$ cat src/design/xlate_defines.svh
// width and sizing macros for the pod translation front end
// XLATE_CORD_W must equal XLATE_POD_W + XLATE_SUB_W

`ifndef XLATE_DEFINES_SVH
`define XLATE_DEFINES_SVH

// one lane per core in the cluster
`define XLATE_NUM_LANES 4

// subcoordinate inside the pod, 4x4 tiles
`define XLATE_SUB_W 2

// pod coordinate, from the placement strap
`define XLATE_POD_W 4

// global coordinate = {pod, sub}
`define XLATE_CORD_W 6

// endpoint physical address, word granular
`define XLATE_EPA_W 28

// vcache block is 8 words
`define XLATE_BLOCK_WORDS_LG 3

// result buffer entries per lane
`define XLATE_FIFO_DEPTH 4

`endif

$ cat src/design/xlate_pkg.sv
// shared types for the translation front end
// lane count must be 2 or more so lane_id_t has a nonzero width

`include "xlate_defines.svh"

package xlate_pkg;

  // endpoint virtual address, byte granular
  typedef logic [31:0] eva_t;

  // global mesh coordinate, pod part on top
  typedef logic [`XLATE_CORD_W-1:0] cord_t;

  // tile coordinate inside one pod
  typedef logic [`XLATE_SUB_W-1:0] sub_cord_t;

  // pod coordinate
  typedef logic [`XLATE_POD_W-1:0] pod_cord_t;

  // word address at the endpoint
  typedef logic [`XLATE_EPA_W-1:0] epa_t;

  // index of a core / lane
  typedef logic [$clog2(`XLATE_NUM_LANES)-1:0] lane_id_t;

endpackage

$ cat src/design/xlate_if.sv
// request and result links between dispatcher, lanes and arbiter
// valid is a single cycle strobe, there is no ready anywhere

// dispatcher -> lane
interface xlate_req_if
  import xlate_pkg::*;
();

  logic      valid;  // request strobe
  eva_t      eva;    // byte address from the core
  sub_cord_t tgo_x;  // tile-group origin of the issuing core
  sub_cord_t tgo_y;

  modport src (output valid, output eva, output tgo_x, output tgo_y);
  modport snk (input valid, input eva, input tgo_x, input tgo_y);

endinterface

// lane -> arbiter
interface xlate_res_if
  import xlate_pkg::*;
();

  logic  valid;    // result strobe, one cycle after the request
  cord_t x_cord;   // destination x, global
  cord_t y_cord;   // destination y, global
  epa_t  epa;      // word address at the destination
  logic  invalid;  // eva matched no remote class

  modport src (
    output valid, output x_cord, output y_cord, output epa, output invalid
  );
  modport snk (
    input valid, input x_cord, input y_cord, input epa, input invalid
  );

endinterface

$ cat src/design/eva_to_npa_lane.sv
// one translation lane, eva in cycle t gives a registered npa in cycle t+1
// dram striping covers one vcache row north and one south only

`include "xlate_defines.svh"

module eva_to_npa_lane
  import xlate_pkg::*;
(
  input  logic      clk_i,
  input  logic      rst_i,
  input  pod_cord_t pod_x_i,  // placement strap
  input  pod_cord_t pod_y_i,
  xlate_req_if.snk  req_i,
  xlate_res_if.src  res_o
);

  localparam int blk_lg_lp   = `XLATE_BLOCK_WORDS_LG;
  localparam int sub_w_lp    = `XLATE_SUB_W;
  localparam int strip_w_lp  = sub_w_lp + 1;  // column bits plus side bit
  localparam int dram_w_lp   = 29;            // word addr bits 30..2

  eva_t eva;
  assign eva = req_i.eva;

  // raw class hits
  logic is_dram;
  logic is_global;
  logic is_tg;

  assign is_dram   = eva[31];
  assign is_global = (eva[31:30] == 2'b01);
  assign is_tg     = (eva[31:29] == 3'b001);

  // after priority dram > global > tile-group > invalid
  logic sel_dram;
  logic sel_global;
  logic sel_tg;
  logic sel_inv;

  assign sel_dram   = is_dram;
  assign sel_global = !is_dram && is_global;
  assign sel_tg     = !is_dram && !is_global && is_tg;
  assign sel_inv    = !(is_dram || is_global || is_tg);

  // dram stripe hash
  logic [dram_w_lp-1:0]              dram_word;
  logic [dram_w_lp-blk_lg_lp-1:0]    blk_idx;   // vcache block number
  logic [sub_w_lp-1:0]               dram_col;  // vcache column in the row
  logic                              dram_side; // 0 north, 1 south
  epa_t                              dram_epa;

  assign dram_word = eva[30:2];
  assign blk_idx   = dram_word[dram_w_lp-1:blk_lg_lp];
  assign dram_col  = blk_idx[sub_w_lp-1:0];
  assign dram_side = blk_idx[sub_w_lp];
  // squeeze out the stripe bits, keep the offset inside the block
  assign dram_epa  = epa_t'({dram_word[dram_w_lp-1:blk_lg_lp+strip_w_lp],
                             dram_word[blk_lg_lp-1:0]});

  // tile-group offsets wrap inside the pod
  sub_cord_t tg_x_sum;
  sub_cord_t tg_y_sum;

  assign tg_x_sum = sub_cord_t'(eva[22:21] + req_i.tgo_x);
  assign tg_y_sum = sub_cord_t'(eva[24:23] + req_i.tgo_y);

  // next result
  cord_t x_nxt;
  cord_t y_nxt;
  epa_t  epa_nxt;

  always_comb begin
    x_nxt   = '0;  // invalid class leaves all zero
    y_nxt   = '0;
    epa_nxt = '0;
    if (sel_dram) begin
      x_nxt   = {pod_x_i, dram_col};
      y_nxt   = {pod_y_i, {sub_w_lp{dram_side}}};  // 00 north row, 11 south row
      epa_nxt = dram_epa;
    end else if (sel_global) begin
      // coordinates carried directly in the eva
      y_nxt   = cord_t'(eva[29:24]);
      x_nxt   = cord_t'(eva[23:18]);
      epa_nxt = epa_t'(eva[17:2]);
    end else if (sel_tg) begin
      x_nxt   = {pod_x_i, tg_x_sum};
      y_nxt   = {pod_y_i, tg_y_sum};
      epa_nxt = epa_t'(eva[17:2]);
    end
  end

  always_ff @(posedge clk_i) begin
    if (rst_i) res_o.valid <= 1'b0;
    else       res_o.valid <= req_i.valid;
  end

  // payload only moves on a request
  always_ff @(posedge clk_i) begin
    if (req_i.valid) begin
      res_o.x_cord  <= x_nxt;
      res_o.y_cord  <= y_nxt;
      res_o.epa     <= epa_nxt;
      res_o.invalid <= sel_inv;
    end
  end

  a_one_class: assert property (
    @(posedge clk_i) disable iff (rst_i)
    req_i.valid |-> $onehot({sel_dram, sel_global, sel_tg, sel_inv})
  ) else $error("class decode not one-hot");

endmodule

$ cat src/flat_wrapper.sv
// flat-port wrapper written by rule: the top's interface ports become plain ports
module eva_to_npa_lane_flat import xlate_pkg::*;
  (clk_i, rst_i, pod_x_i, pod_y_i, req_i_valid, req_i_eva, req_i_tgo_x, req_i_tgo_y, res_o_valid, res_o_x_cord, res_o_y_cord, res_o_epa, res_o_invalid);
  xlate_req_if req_i_i ();
  xlate_res_if res_o_i ();
  input  logic clk_i;
  input  logic rst_i;
  input  pod_cord_t pod_x_i;
  input  pod_cord_t pod_y_i;
  input wire logic [$bits(req_i_i.valid)-1:0] req_i_valid;
  input wire logic [$bits(req_i_i.eva)-1:0] req_i_eva;
  input wire logic [$bits(req_i_i.tgo_x)-1:0] req_i_tgo_x;
  input wire logic [$bits(req_i_i.tgo_y)-1:0] req_i_tgo_y;
  output wire logic [$bits(res_o_i.valid)-1:0] res_o_valid;
  output wire logic [$bits(res_o_i.x_cord)-1:0] res_o_x_cord;
  output wire logic [$bits(res_o_i.y_cord)-1:0] res_o_y_cord;
  output wire logic [$bits(res_o_i.epa)-1:0] res_o_epa;
  output wire logic [$bits(res_o_i.invalid)-1:0] res_o_invalid;
  assign req_i_i.valid = req_i_valid;
  assign req_i_i.eva = req_i_eva;
  assign req_i_i.tgo_x = req_i_tgo_x;
  assign req_i_i.tgo_y = req_i_tgo_y;
  assign res_o_valid = res_o_i.valid;
  assign res_o_x_cord = res_o_i.x_cord;
  assign res_o_y_cord = res_o_i.y_cord;
  assign res_o_epa = res_o_i.epa;
  assign res_o_invalid = res_o_i.invalid;
  eva_to_npa_lane u_core (.clk_i(clk_i), .rst_i(rst_i), .pod_x_i(pod_x_i), .pod_y_i(pod_y_i), .req_i(req_i_i), .res_o(res_o_i));
endmodule
$ cat config.mk
export PLATFORM = sky130hd
export DESIGN_NAME = eva_to_npa_lane_flat
export DESIGN_NICKNAME = d
export VERILOG_FILES = /design/src/design/xlate_pkg.sv /design/src/design/xlate_if.sv /design/src/design/eva_to_npa_lane.sv /design/src/flat_wrapper.sv
export VERILOG_INCLUDE_DIRS = /design/src /design/src/design
export SDC_FILE = /design/constraint.sdc
export NUM_CORES = 1
export LEC_CHECK = 0
export ABC_AREA = 1
export ABC_CLOCK_PERIOD_IN_PS = 1600
export BUFFER_PORTS_ARGS = -buffer_cell sky130_fd_sc_hd__buf_2
export CORE_UTILIZATION = 46
export DETAILED_ROUTE_END_ITERATION = 16
export GPL_TIMING_DRIVEN = 0
export HOLD_SLACK_MARGIN = 0.12
export PLACE_DENSITY_LB_ADDON = 0.12
export SYNTH_ARGS = -nofsm -noshare
export SYNTH_HDL_FRONTEND = slang
export SYNTH_SLANG_ARGS = --single-unit
$ cat constraint.sdc
create_clock -name clk_i -period 1.6 [get_ports clk_i]
set_clock_uncertainty 0.2 [all_clocks]
set_input_delay 0.32 -clock clk_i [delete_from_list [all_inputs] [get_ports clk_i]]
set_output_delay 0.32 -clock clk_i [all_outputs]
set_load 0.05 [all_outputs]
**Word-level counts from Yosys, hierarchy flattened**

Index checks and enable logic that the tools add are counted.

- Input bits: 47
- Bits in registers: 42

- Add/subtract/negate cells: 2
- Muxes and demuxes: 9
- Reduce and logical (&&, ||, !) cells: 9
- Eq/ne operators: 2

Operators with widths:

| operator | count |
|---|---|
| 2-to-1 mux 26 bit | 2 |
| 2-to-1 mux 6 bit | 6 |
| 2-to-1 mux 16 bit | 1 |
| adder 2 bit | 2 |
| equality test 3 x 1 -> 1 bit (second input constant) | 1 |
| logical AND 1 bit | 3 |
| logical NOT 1 bit | 3 |
| equality test 2 x 1 -> 1 bit (second input constant) | 1 |
| logical OR 1 bit | 2 |
| OR reduction 2 bit | 1 |

**Logic depth before layout (Yosys ltp)**

Gate-level depths: netlist (run 1).

- Depth in word-level cells: 7
- Mapped depth: 6

**Worst setup path after synthesis (run 1)**

No wires, ideal clock.

- Path kind: input-to-reg
- Start: input req_i_eva[31]
- End: register u_core.res_o.x_cord[3] (data pin)
- Buffers on the path: 1
- Stages: 3
- Path slack: 0.278 ns
- Arrival: 0.853 ns
- Cell sequence: clkbuf_8 -> a21oi_1 -> o21ai_0

- Longest elaborated chain between the ends: 7

Ends and longest elaborated chain:

| item | RTL line | text |
|---|---|---|
| from (decl) | flat_wrapper.sv:11 | `input wire logic [$bits(req_i_i.eva)-1:0] req_i_eva;` |
| equality test 2 x 1 -> 1 bit | eva_to_npa_lane.sv:31 | `assign is_global = (eva[31:30] == 2'b01);` |
| logical NOT 1 bit | eva_to_npa_lane.sv:42 | `assign sel_tg = !is_dram && !is_global && is_tg;` |
| logical AND 1 bit (2 in series) | eva_to_npa_lane.sv:42 |  |
| 2-to-1 mux 6 bit | eva_to_npa_lane.sv:85 | `end else if (sel_tg) begin` |
| 2-to-1 mux 6 bit | eva_to_npa_lane.sv:80 | `end else if (sel_global) begin` |
| 2-to-1 mux 6 bit * | eva_to_npa_lane.sv:76 | `if (sel_dram) begin` |
| via u_core.x_nxt[3] | eva_to_npa_lane.sv:68 | `cord_t x_nxt;` |
| to (signal assigned) | eva_to_npa_lane.sv:100 | `res_o.x_cord <= x_nxt;` |
| to (decl) | xlate_if.sv:31 | `output valid, output x_cord, output y_cord, output epa, output invalid` |

The timed path passes the listed nets; every way through them passes the cells marked *.
A chain may end at the register's enable or synchronous reset.

**Final worst setup path (run 1)**

- Start: input req_i_eva[22]
- End: register u_core.res_o.x_cord[1] (data pin)

- Longest elaborated chain between the ends: 4

Ends and longest elaborated chain:

| item | RTL line | text |
|---|---|---|
| adder 2 bit | eva_to_npa_lane.sv:64 | `assign tg_x_sum = sub_cord_t'(eva[22:21] + req_i.tgo_x);` |
| 2-to-1 mux 6 bit | eva_to_npa_lane.sv:85 |  |
| 2-to-1 mux 6 bit | eva_to_npa_lane.sv:80 |  |
| 2-to-1 mux 6 bit | eva_to_npa_lane.sv:76 |  |
| via u_core.x_nxt[1] | eva_to_npa_lane.sv:68 |  |

The timed path passes the listed nets, and every way through them passes these cells.

==> results.json, run 1 <==
{
  "status": "finished, final reports clean",
  "numCtsBuffers": 5,
  "timing.critical_path.mode_cell": "nand2_1",
  "cp_top_family": "buffers and inverters",
  "dr.pass1.iters": 4,
  "synth_edf_count": 39,
  "rows": 22,
  "muxShareOfSynthArea_pct": 0,
  "synth_top_area_share_pct": 63.76,
  "slew_headroom_pct": 40.99,
  "grtUsageTotal_pct": 19.88,
  "grt_max_degree": 41,
  "slew_violations": 0,
  "cts-htree-levels": 2,
  "synthFlopType": "edfxtp_1",
  "netlist_area_mm2": 0.001837,
  "period_needed_ns": 1.505,
  "drive_above_1_share_pct": 39.26,
  "peakVddDrop_mv": 0.5684,
  "clockBufferDepth": 2,
  "synth_warnings": 0,
  "drt_wl_total_um": 3964,
  "cts_tree": "built",
  "num_antenna_cells": 0,
  "crit_required_ns": 1.45,
  "synth.most_common_cell": "edfxtp_1",
  "end_kind": "register",
  "setup_tns_ns": 0,
  "drc": 0,
  "drt_iter0_drc": 115,
  "cts-hold-fix-buffers": 7,
  "worst_hold_path.endpoint": "u_core.res_o.epa[1]",
  "instances_no_fill": 318,
  "routabilityCongestion": 0.7836,
  "areaGrowthSynthToFinish_pct": 36.51,
  "rsz0062_at_grt": "false",
  "min_from": "req_i_eva[3]",
  "setup_viol": 0,
  "grt_antenna_before_repair": 0,
  "fmax_ghz": 0.6646,
  "tightestPinTransition_ns": 0.8852,
  "powerDensity_mw_per_mm2": 1100,
  "via_count": 1493,
  "ant_nets": 0,
  "synth_fa_ha_area_share_pct": 1.362,
  "design.die.area_mm2": 0.004250,
  "synth_seq_area_share_pct": 64.85,
  "cts_sinks": 40,
  "clk_pin_slew_ns": 0.08,
  "min_path_cells": 3,
  "synth-simple-area-share_pct": 13.69,
  "synth_top_family_by_area": "simple AND/OR/NAND/NOR gates",
  "synthXorXnorAreaFrac_pct": 0,
  "grt_pass1_vias": 1331,
  "arrival_ns": 1.36,
  "slowest_stage": "dlygate4sd3_1",
  "cp_cell_sequence": "dlygate4sd3_1 > buf_2 > inv_1 > nand2_1 > nand2_1 > nand2_1 > nand3_1 > nand3_1",
  "drv_cap": 0,
  "ys_ff_latch": 40,
  "nets": 318,
  "placed_cells": 302,
  "ios": 89,
  "synth_common_cells": "39 x edfxtp_1, 33 x inv_1, 33 x nand2_1",
  "synth_cell_types": 24,
  "path_class": "input port to register",
  "grt_pass1_wl_um": 6168,
  "grt_overflow_total": 0,
  "synth_top_area_cell": "edfxtp_1",
  "synthCells": 170,
  "coreArea_mm2": 0.003744,
  "power_leakage_nw": 1.237,
  "fp.dieW_um": 65.19,
  "worst-path-buf-inv": 3,
  "worstHoldPathType": "input port to register",
  "post-route-period-util_pct": 94.04,
  "die_h_um": 65.19,
  "cp-start-kind": "input port",
  "initial_core_util_pct": 49.06,
  "place_ws_ns": -0.09504,
  "clockRootBuffer": "clkbuf_8",
  "path_max_fanout": 3,
  "port_buffers": 83,
  "ctsResizeCount": 0,
  "cpPeakStageDelay_ns": 0.54,
  "setup_ws_ns": 0.09541,
  "ys_async_sr_fraction_pct": 0,
  "cts_setup_buffers": 0,
  "syn_avg_cell_area_um2": 10.80,
  "synth_compound_area_share_pct": 9.060,
  "via_per_inst": 4.695,
  "drt-wirelength-per-cell_um": 12.47,
  "yosys-top-cells-area": "edfxtp_1 64%, inv_1 6.7%, nand2_1 6.7%",
  "hpwl_um": 2759,
  "hold_viol_final": 0
}
[worst max path at each step]
| stage | start | end | slack, ns | cells past startpoint |
|---|---|---|---|---|
| 3_5_place_dp | req_i_eva[30] | u_core.res_o.x_cord[3] | -0.1 | 4 |
| 4_1_cts | req_i_eva[22] | u_core.res_o.x_cord[1] | 0.11 | 8 |
| 3_3_place_gp | req_i_eva[30] | u_core.res_o.y_cord[4] | -0.08 | 4 |
| 6_report | req_i_eva[22] | u_core.res_o.x_cord[1] | 0.1 | 8 |
| 5_1_grt | req_i_eva[22] | u_core.res_o.x_cord[1] | 0.04 | 8 |
| 2_1_floorplan | req_i_eva[31] | u_core.res_o.x_cord[3] | 0.28 | 3 |
[per-stage QoR]
| step | power [mW] | util (%) | area (µm²) | hold WS, ns |
|---|---|---|---|---|
| 2_1_floorplan | 1.765 | - | 1841 | 0.1912 |
| 3_3_place_gp | 1.947 | 61.87 | 2316 | 0.2814 |
| 3_5_place_dp | 1.955 | 61.87 | 2316 | 0.2840 |
| 4_1_cts | 2.778 | 66.71 | 2497 | 0.1265 |
| 5_1_grt | 2.882 | 66.98 | 2507 | 0.1292 |
| 6_report | 2.759 | 66.98 | 2507 | 0.1313 |
[power breakdown]
| part | switching [mW] | leakage [nW] | internal (mW) |
|---|---|---|---|
| clock network | 0.353 | 0.0541 | 0.461 |
| registers | 0.0214 | 0.387 | 1.26 |
| logic | 0.497 | 0.795 | 0.168 |
[registers in the layout, summed over array words and instances, names as in the netlist]
name	flops
u_core.res_o.epa	26
u_core.res_o.y_cord	6
u_core.res_o.x_cord	6
u_core.res_o.invalid	1
u_core.res_o.valid	1
[cell usage in the layout, fill, tap and decap left out, types with 2 or more instances in the layout]
cell,synthesis,routed
clkbuf_8,1,6
buf_6,2,2
ha_1,2,2
o21ai_0,17,17
edfxtp_1,39,39
nor2_1,10,10
buf_4,3,3
a211oi_1,6,6
conb_1,1,2
dlygate4sd3_1,0,8
inv_1,33,33
nand2_1,33,33
buf_2,1,84
o21ai_1,2,2
inv_2,3,3
nand3_1,7,7
o22ai_1,2,2
[cell families after synthesis]
group / after synthesis
compound gates: 29
buf+inv: 43
flops: 40
fa+ha+maj: 2
other cells: 1
simple gates: 55
[layout make-up]
class | count | area [µm²]
buffer | 7 | 63.81
clock buffer | 5 | 68.82
clock inverter | 3 | 42.54
fill | 317 | 1236
inverter | 36 | 135.1
multi-input combinational | 88 | 450.4
sequential | 40 | 1191
tap | 48 | 60.06
timing repair buffer | 91 | 495.5
[metal layers]
| layer | up-vias | track usage (%) | share of wire [%] |
|---|---|---|---|
| met2 | 60 | 30.67 | 48 |
| met3 | 9 | 6.424 | 7.7 |
| met4 | 0 | 10.87 | 2.3 |
| li1 | 755 | - | - |
| met1 | 669 | 24.63 | 42 |
| met5 | - | 0 | 0 |
Note: power is estimated with default switching activity, not from simulation.
==> run 2: changes to the inputs <==
--- a/config.mk
+++ b/config.mk
@@ -6,10 +6,10 @@
 export SDC_FILE = /design/constraint.sdc
 export NUM_CORES = 1
 export LEC_CHECK = 0
-export ABC_AREA = 1
 export ABC_CLOCK_PERIOD_IN_PS = 1600
 export BUFFER_PORTS_ARGS = -buffer_cell sky130_fd_sc_hd__buf_2
-export CORE_UTILIZATION = 46
+export CORE_UTILIZATION = 45
+export CTS_CLUSTER_SIZE = 12
 export DETAILED_ROUTE_END_ITERATION = 16
 export GPL_TIMING_DRIVEN = 0
 export HOLD_SLACK_MARGIN = 0.12
==> results.json, run 2 <==
{
  "numCtsBuffers": 5,
  "initial_core_util_pct": 48.14,
  "drive_above_1_share_pct": 45.95,
  "reg_top3": "u_core.res_o.epa x26, u_core.res_o.x_cord x6, u_core.res_o.y_cord x6",
  "synth_top_family_by_area": "simple AND/OR/NAND/NOR gates",
  "cp-start-kind": "register",
  "setup_tns_ns": 0,
  "largest_register_ffs": 26,
  "post-route-period-util_pct": 87.75,
  "ys_ff_latch": 40,
  "status": "finished, final reports clean",
  "worstHoldPathType": "input port to register",
  "synthXorXnorAreaFrac_pct": 2.274,
  "powerDensity_mw_per_mm2": 1048,
  "grtUsageTotal_pct": 19.48,
  "synth_compound_area_share_pct": 6.478,
  "final_cell_mix": "83 x buf_2, 39 x edfxtp_1, 15 x nor2_1, 13 x mux2i_1, 10 x dlygate4sd3_1",
  "crit_required_ns": 1.08,
  "grt_pass1_wl_um": 5913,
  "slew_violations": 0,
  "setup_viol": 0,
  "muxShareOfSynthArea_pct": 7.167,
  "cpPeakStageDelay_ns": 0.38,
  "die_h_um": 65.52,
  "cts_tree": "built",
  "synth_cell_types": 27,
  "synth_seq_area_share_pct": 65.61,
  "fmax_ghz": 0.7123,
  "dr.pass1.iters": 4,
  "via_per_inst": 4.815,
  "port_buffers": 82,
  "cp_top_family": "flip-flops",
  "drv_cap": 0,
  "worst-path-buf-inv": 1,
  "hold_viol_final": 0,
  "fp.dieW_um": 65.52,
  "whs_ns": 0.1326,
  "drt_wl_total_um": 3791,
  "total_power_mw": 2.587,
  "cp_cell_sequence": "buf_2",
  "synth_edf_count": 39,
  "num-fill-cells": 323,
  "ctsResizeCount": 0,
  "arrival_ns": 0.88,
  "period_needed_ns": 1.404,
  "clockRootBuffer": "clkbuf_8",
  "yosys-top-cells-area": "edfxtp_1 65%, mux2i_1 7.2%, a22o_1 3.9%",
  "cts_sinks": 40,
  "end_kind": "output port",
  "largest_register": "u_core.res_o.epa",
  "synthFlopType": "edfxtp_1",
  "drc": 0,
  "synth.most_common_cell": "edfxtp_1",
  "rsz0062_at_grt": "false",
  "grt_antenna_before_repair": 0,
  "tightestPinTransition_ns": 0.8662,
  "slowest_stage": "edfxtp_1",
  "coreArea_mm2": 0.003771,
  "routabilityCongestion": 0.7139,
  "areaGrowthSynthToFinish_pct": 36.04,
  "clockBufferDepth": 2,
  "grt_overflow_total": 0,
  "utilization_pct": 65.49,
  "power_leakage_nw": 1.113,
  "synth_top_area_share_pct": 64.51,
  "num_antenna_cells": 0,
  "drt-wirelength-per-cell_um": 14.04,
  "synth-simple-area-share_pct": 12.27,
  "cts_setup_buffers": 0,
  "synth_common_cells": "39 x edfxtp_1, 15 x nor2_1, 13 x mux2i_1",
  "cts-htree-levels": 2,
  "synth_top_area_cell": "edfxtp_1",
  "ant_nets": 0,
  "slew_headroom_pct": 42.26,
  "rows": 22,
  "synth_warnings": 0,
  "grt_pass1_vias": 1281,
  "setup_ws_ns": 0.1960,
  "place_ws_ns": -0.05445,
  "clk_pin_slew_ns": 0.07,
  "drt_iter0_drc": 96,
  "ys_async_sr_fraction_pct": 0,
  "grt_max_degree": 41,
  "peakVddDrop_mv": 0.5005,
  "nets": 270,
  "ios": 89,
  "hpwl_um": 2694,
  "syn_avg_cell_area_um2": 15.00,
  "path_max_fanout": 1,
  "cts-hold-fix-buffers": 9,
  "via_count": 1300,
  "layout_commonest_cell": "buf_2",
  "synth_fa_ha_area_share_pct": 1.378,
  "path_class": "register to output port",
  "synthCells": 121,
  "netlist_area_mm2": 0.001815,
  "design.die.area_mm2": 0.004292
}
-- run 2: changes by cell type in the layout (fill, tap and decap cells not counted), sizes merged, moves of 7 or more --
| cell | previous run | this run |
|---|---|---|
| nor2b | 0 | 7 |
| and2 | 0 | 10 |
| nand3 | 7 | 0 |
| mux2i | 0 | 13 |
| nand2 | 34 | 1 |
| o21ai | 19 | 1 |
| inv | 36 | 0 |
| a22o | 0 | 8 |
-- run 2: area by class of cell --
type / count / area [µm²] / share of cell area (%)
Buffer: 10 / 83.83 / 3.394
Clock buffer: 7 / 76.32 / 3.090
Clock inverter: 1 / 3.754 / 0.1520
Multi-Input combinational cell: 72 / 544.3 / 22.04
Sequential cell: 40 / 1191 / 48.23
Tap cell: 48 / 60.06 / 2.432
Timing Repair Buffer: 92 / 510.5 / 20.67
-- run 2: cell families after synthesis --
logic type      after synthesis
buf+inv                      10
fa+ha+maj                     2
simple gates                 37
xor+xnor                      3
compound gates               15
mux                          13
other cells                   1
flops                        40
-- run 2: layer usage --
metal / vias to the layer above / track usage (%) / share of wire, %
li1: 638 / - / -
met1: 601 / 23.90 / 41
met2: 57 / 30.93 / 50
met3: 4 / 6.597 / 7.8
met4: 0 / 8.967 / 1.1
met5: - / 0 / 0
-- run 2: metrics by stage --
step | std cells | cell area (µm²)
finish | 270 | 2470
global placement | 252 | 2290
detailed placement | 252 | 2290
floorplan | 122 | 1819
CTS | 269 | 2460
global route | 270 | 2470
-- run 2: final timing paths --
path / cells past startpoint / startpoint / to
max: 1 / u_core.res_o.epa[5] / res_o_epa[5]
min: 2 / req_i_eva[27] / u_core.res_o.epa[22]
-- run 2: power breakdown --
part	internal [mW]	switching, mW	total (mW)
Combinational	0.200	0.488	0.687
Clock	0.303	0.317	0.621
Sequential	1.26	0.0203	1.28
==> run 3: changes to the inputs <==
--- a/config.mk
+++ b/config.mk
@@ -6,9 +6,10 @@
 export SDC_FILE = /design/constraint.sdc
 export NUM_CORES = 1
 export LEC_CHECK = 0
-export ABC_CLOCK_PERIOD_IN_PS = 1600
+export ABC_CLOCK_PERIOD_IN_PS = 1200
 export BUFFER_PORTS_ARGS = -buffer_cell sky130_fd_sc_hd__buf_2
-export CORE_UTILIZATION = 45
+export CORE_UTILIZATION = 40
+export CTS_BUF_LIST = sky130_fd_sc_hd__clkbuf_16
 export CTS_CLUSTER_SIZE = 12
 export DETAILED_ROUTE_END_ITERATION = 16
 export GPL_TIMING_DRIVEN = 0
==> constraint.sdc (replaced) <==
create_clock -name clk_i -period 1.2 [get_ports clk_i]
set_clock_uncertainty 0.2 [all_clocks]
set_input_delay 0.24 -clock clk_i [delete_from_list [all_inputs] [get_ports clk_i]]
set_output_delay 0.24 -clock clk_i [all_outputs]
set_load 0.05 [all_outputs]
==> results.json, run 3 (synthesized netlist as in run 2, its figures left out) <==
{
  "drv_cap": 0,
  "arrival_ns": 0.85,
  "worst-path-buf-inv": 1,
  "coreArea_mm2": 0.004354,
  "drt_iter0_drc": 62,
  "layout_commonest_cell": "buf_6",
  "setup_ws_ns": -0.08962,
  "largest_register": "u_core.res_o.epa",
  "status": "finished, violations left",
  "nets": 268,
  "grt_overflow_total": 0,
  "die_h_um": 69.37,
  "num_antenna_cells": 0,
  "largest_register_ffs": 26,
  "end_kind": "output port",
  "power_leakage_nw": 1.259,
  "drive_above_1_share_pct": 51.36,
  "slew_violations": 0,
  "fp.dieW_um": 69.37,
  "hold_viol_final": 0,
  "clockBufferDepth": 2,
  "drt-wirelength-per-cell_um": 14.75,
  "hpwl_um": 2725,
  "slew_headroom_pct": 66.03,
  "path_max_fanout": 1,
  "period_needed_ns": 1.290,
  "drt_wl_total_um": 4011,
  "via_per_inst": 4.801,
  "powerDensity_mw_per_mm2": 1507,
  "numCtsBuffers": 5,
  "cts-htree-levels": 2,
  "routabilityCongestion": 0.7024,
  "initial_core_util_pct": 41.70,
  "cpPeakStageDelay_ns": 0.40,
  "grt_max_degree": 41,
  "reg_top3": "u_core.res_o.epa x26, u_core.res_o.x_cord x6, u_core.res_o.y_cord x6",
  "fmax_ghz": 0.7754,
  "whs_ns": 0.05441,
  "cp_top_family": "flip-flops",
  "cp-start-kind": "register",
  "port_buffers": 82,
  "cts-hold-fix-buffers": 4,
  "cp_cell_sequence": "buf_6",
  "design.die.area_mm2": 0.004812,
  "violations": "setup timing",
  "ant_nets": 0,
  "tightestPinTransition_ns": 0.5095,
  "clockRootBuffer": "clkbuf_16",
  "ios": 89,
  "num-fill-cells": 342,
  "post-route-period-util_pct": 107.5,
  "via_count": 1306,
  "grt_antenna_before_repair": 0,
  "rsz0062_at_grt": "true",
  "path_class": "register to output port",
  "slowest_stage": "edfxtp_1",
  "final_cell_mix": "43 x buf_6, 40 x buf_2, 39 x edfxtp_1, 15 x nor2_1, 13 x mux2i_1",
  "place_ws_ns": -0.3412,
  "drc": 0,
  "crit_required_ns": 0.76,
  "cts_sinks": 40,
  "worstHoldPathType": "input port to register",
  "clk_pin_slew_ns": 0.06,
  "rows": 24,
  "grt_pass1_wl_um": 6258,
  "peakVddDrop_mv": 0.7636,
  "grtUsageTotal_pct": 17.05,
  "dr.pass1.iters": 4,
  "setup_viol": 39,
  "grt_pass1_vias": 1314,
  "cts_tree": "built",
  "areaGrowthSynthToFinish_pct": 57.34
}
run 3: changes by cell type in the layout (fill, tap and decap cells not counted), sizes merged:
cell / delta
buf: +4
bufinv: +1
inv: +1
clkbuf: -2
dlygate4sd3: -6
run 3: layout make-up:
class	instances	area, µm²	area share [%]
Sequential cell	40	1192	41.74
Timing Repair Buffer	90	764.5	26.76
Multi-Input combinational cell	72	564.3	19.75
Clock buffer	5	125.1	4.380
Buffer	10	106.4	3.723
Tap cell	52	65.06	2.278
Clock inverter	3	38.79	1.358
run 3: per-layer routing:
| metal | track usage (%) | up-vias | wire, µm |
|---|---|---|---|
| met5 | 0 | - | 0 |
| met4 | 6.803 | 0 | 57 |
| met3 | 7.558 | 6 | 334 |
| met2 | 27.08 | 58 | 1932 |
| met1 | 20.21 | 604 | 1687 |
| li1 | - | 638 | - |
run 3: where the power goes:
part	switching [mW]	total (mW)	internal, mW
Clock	0.508	1.48	0.969
Sequential	0.0562	1.74	1.68
Combinational	0.657	1.09	0.431
run 3: worst paths after layout:
| path | cells after the start | start | slack, ns | to |
|---|---|---|---|---|
| setup / recovery | 1 | u_core.res_o.x_cord[1] | -0.09 | res_o_x_cord[1] |
| hold / removal | 2 | pod_y_i[0] | 0.05 | u_core.res_o.y_cord[2] |
run 3: repair_timing:
item,4_1_cts,5_1_grt
resized for setup,85,6
hold endpoints to repair,35,19
endpoints found under the setup margin,96,62
cloned,0,0
setup buffers,0,4
pin swaps,2,5
run 3: stage by stage:
stage | util [%] | setup TNS (ns) | cell area (µm²) | std cells | power, mW
finish | 65.60 | -2.478 | 2856 | 272 | 4.305
global route | 65.60 | -3.663 | 2856 | 272 | 4.453
detailed placement | 53.22 | -20.97 | 2317 | 256 | 2.644
floorplan | - | -2.066 | 1842 | 122 | 2.389
CTS | 64.02 | -2.867 | 2788 | 268 | 4.317
global placement | 53.22 | -18.65 | 2317 | 256 | 2.627
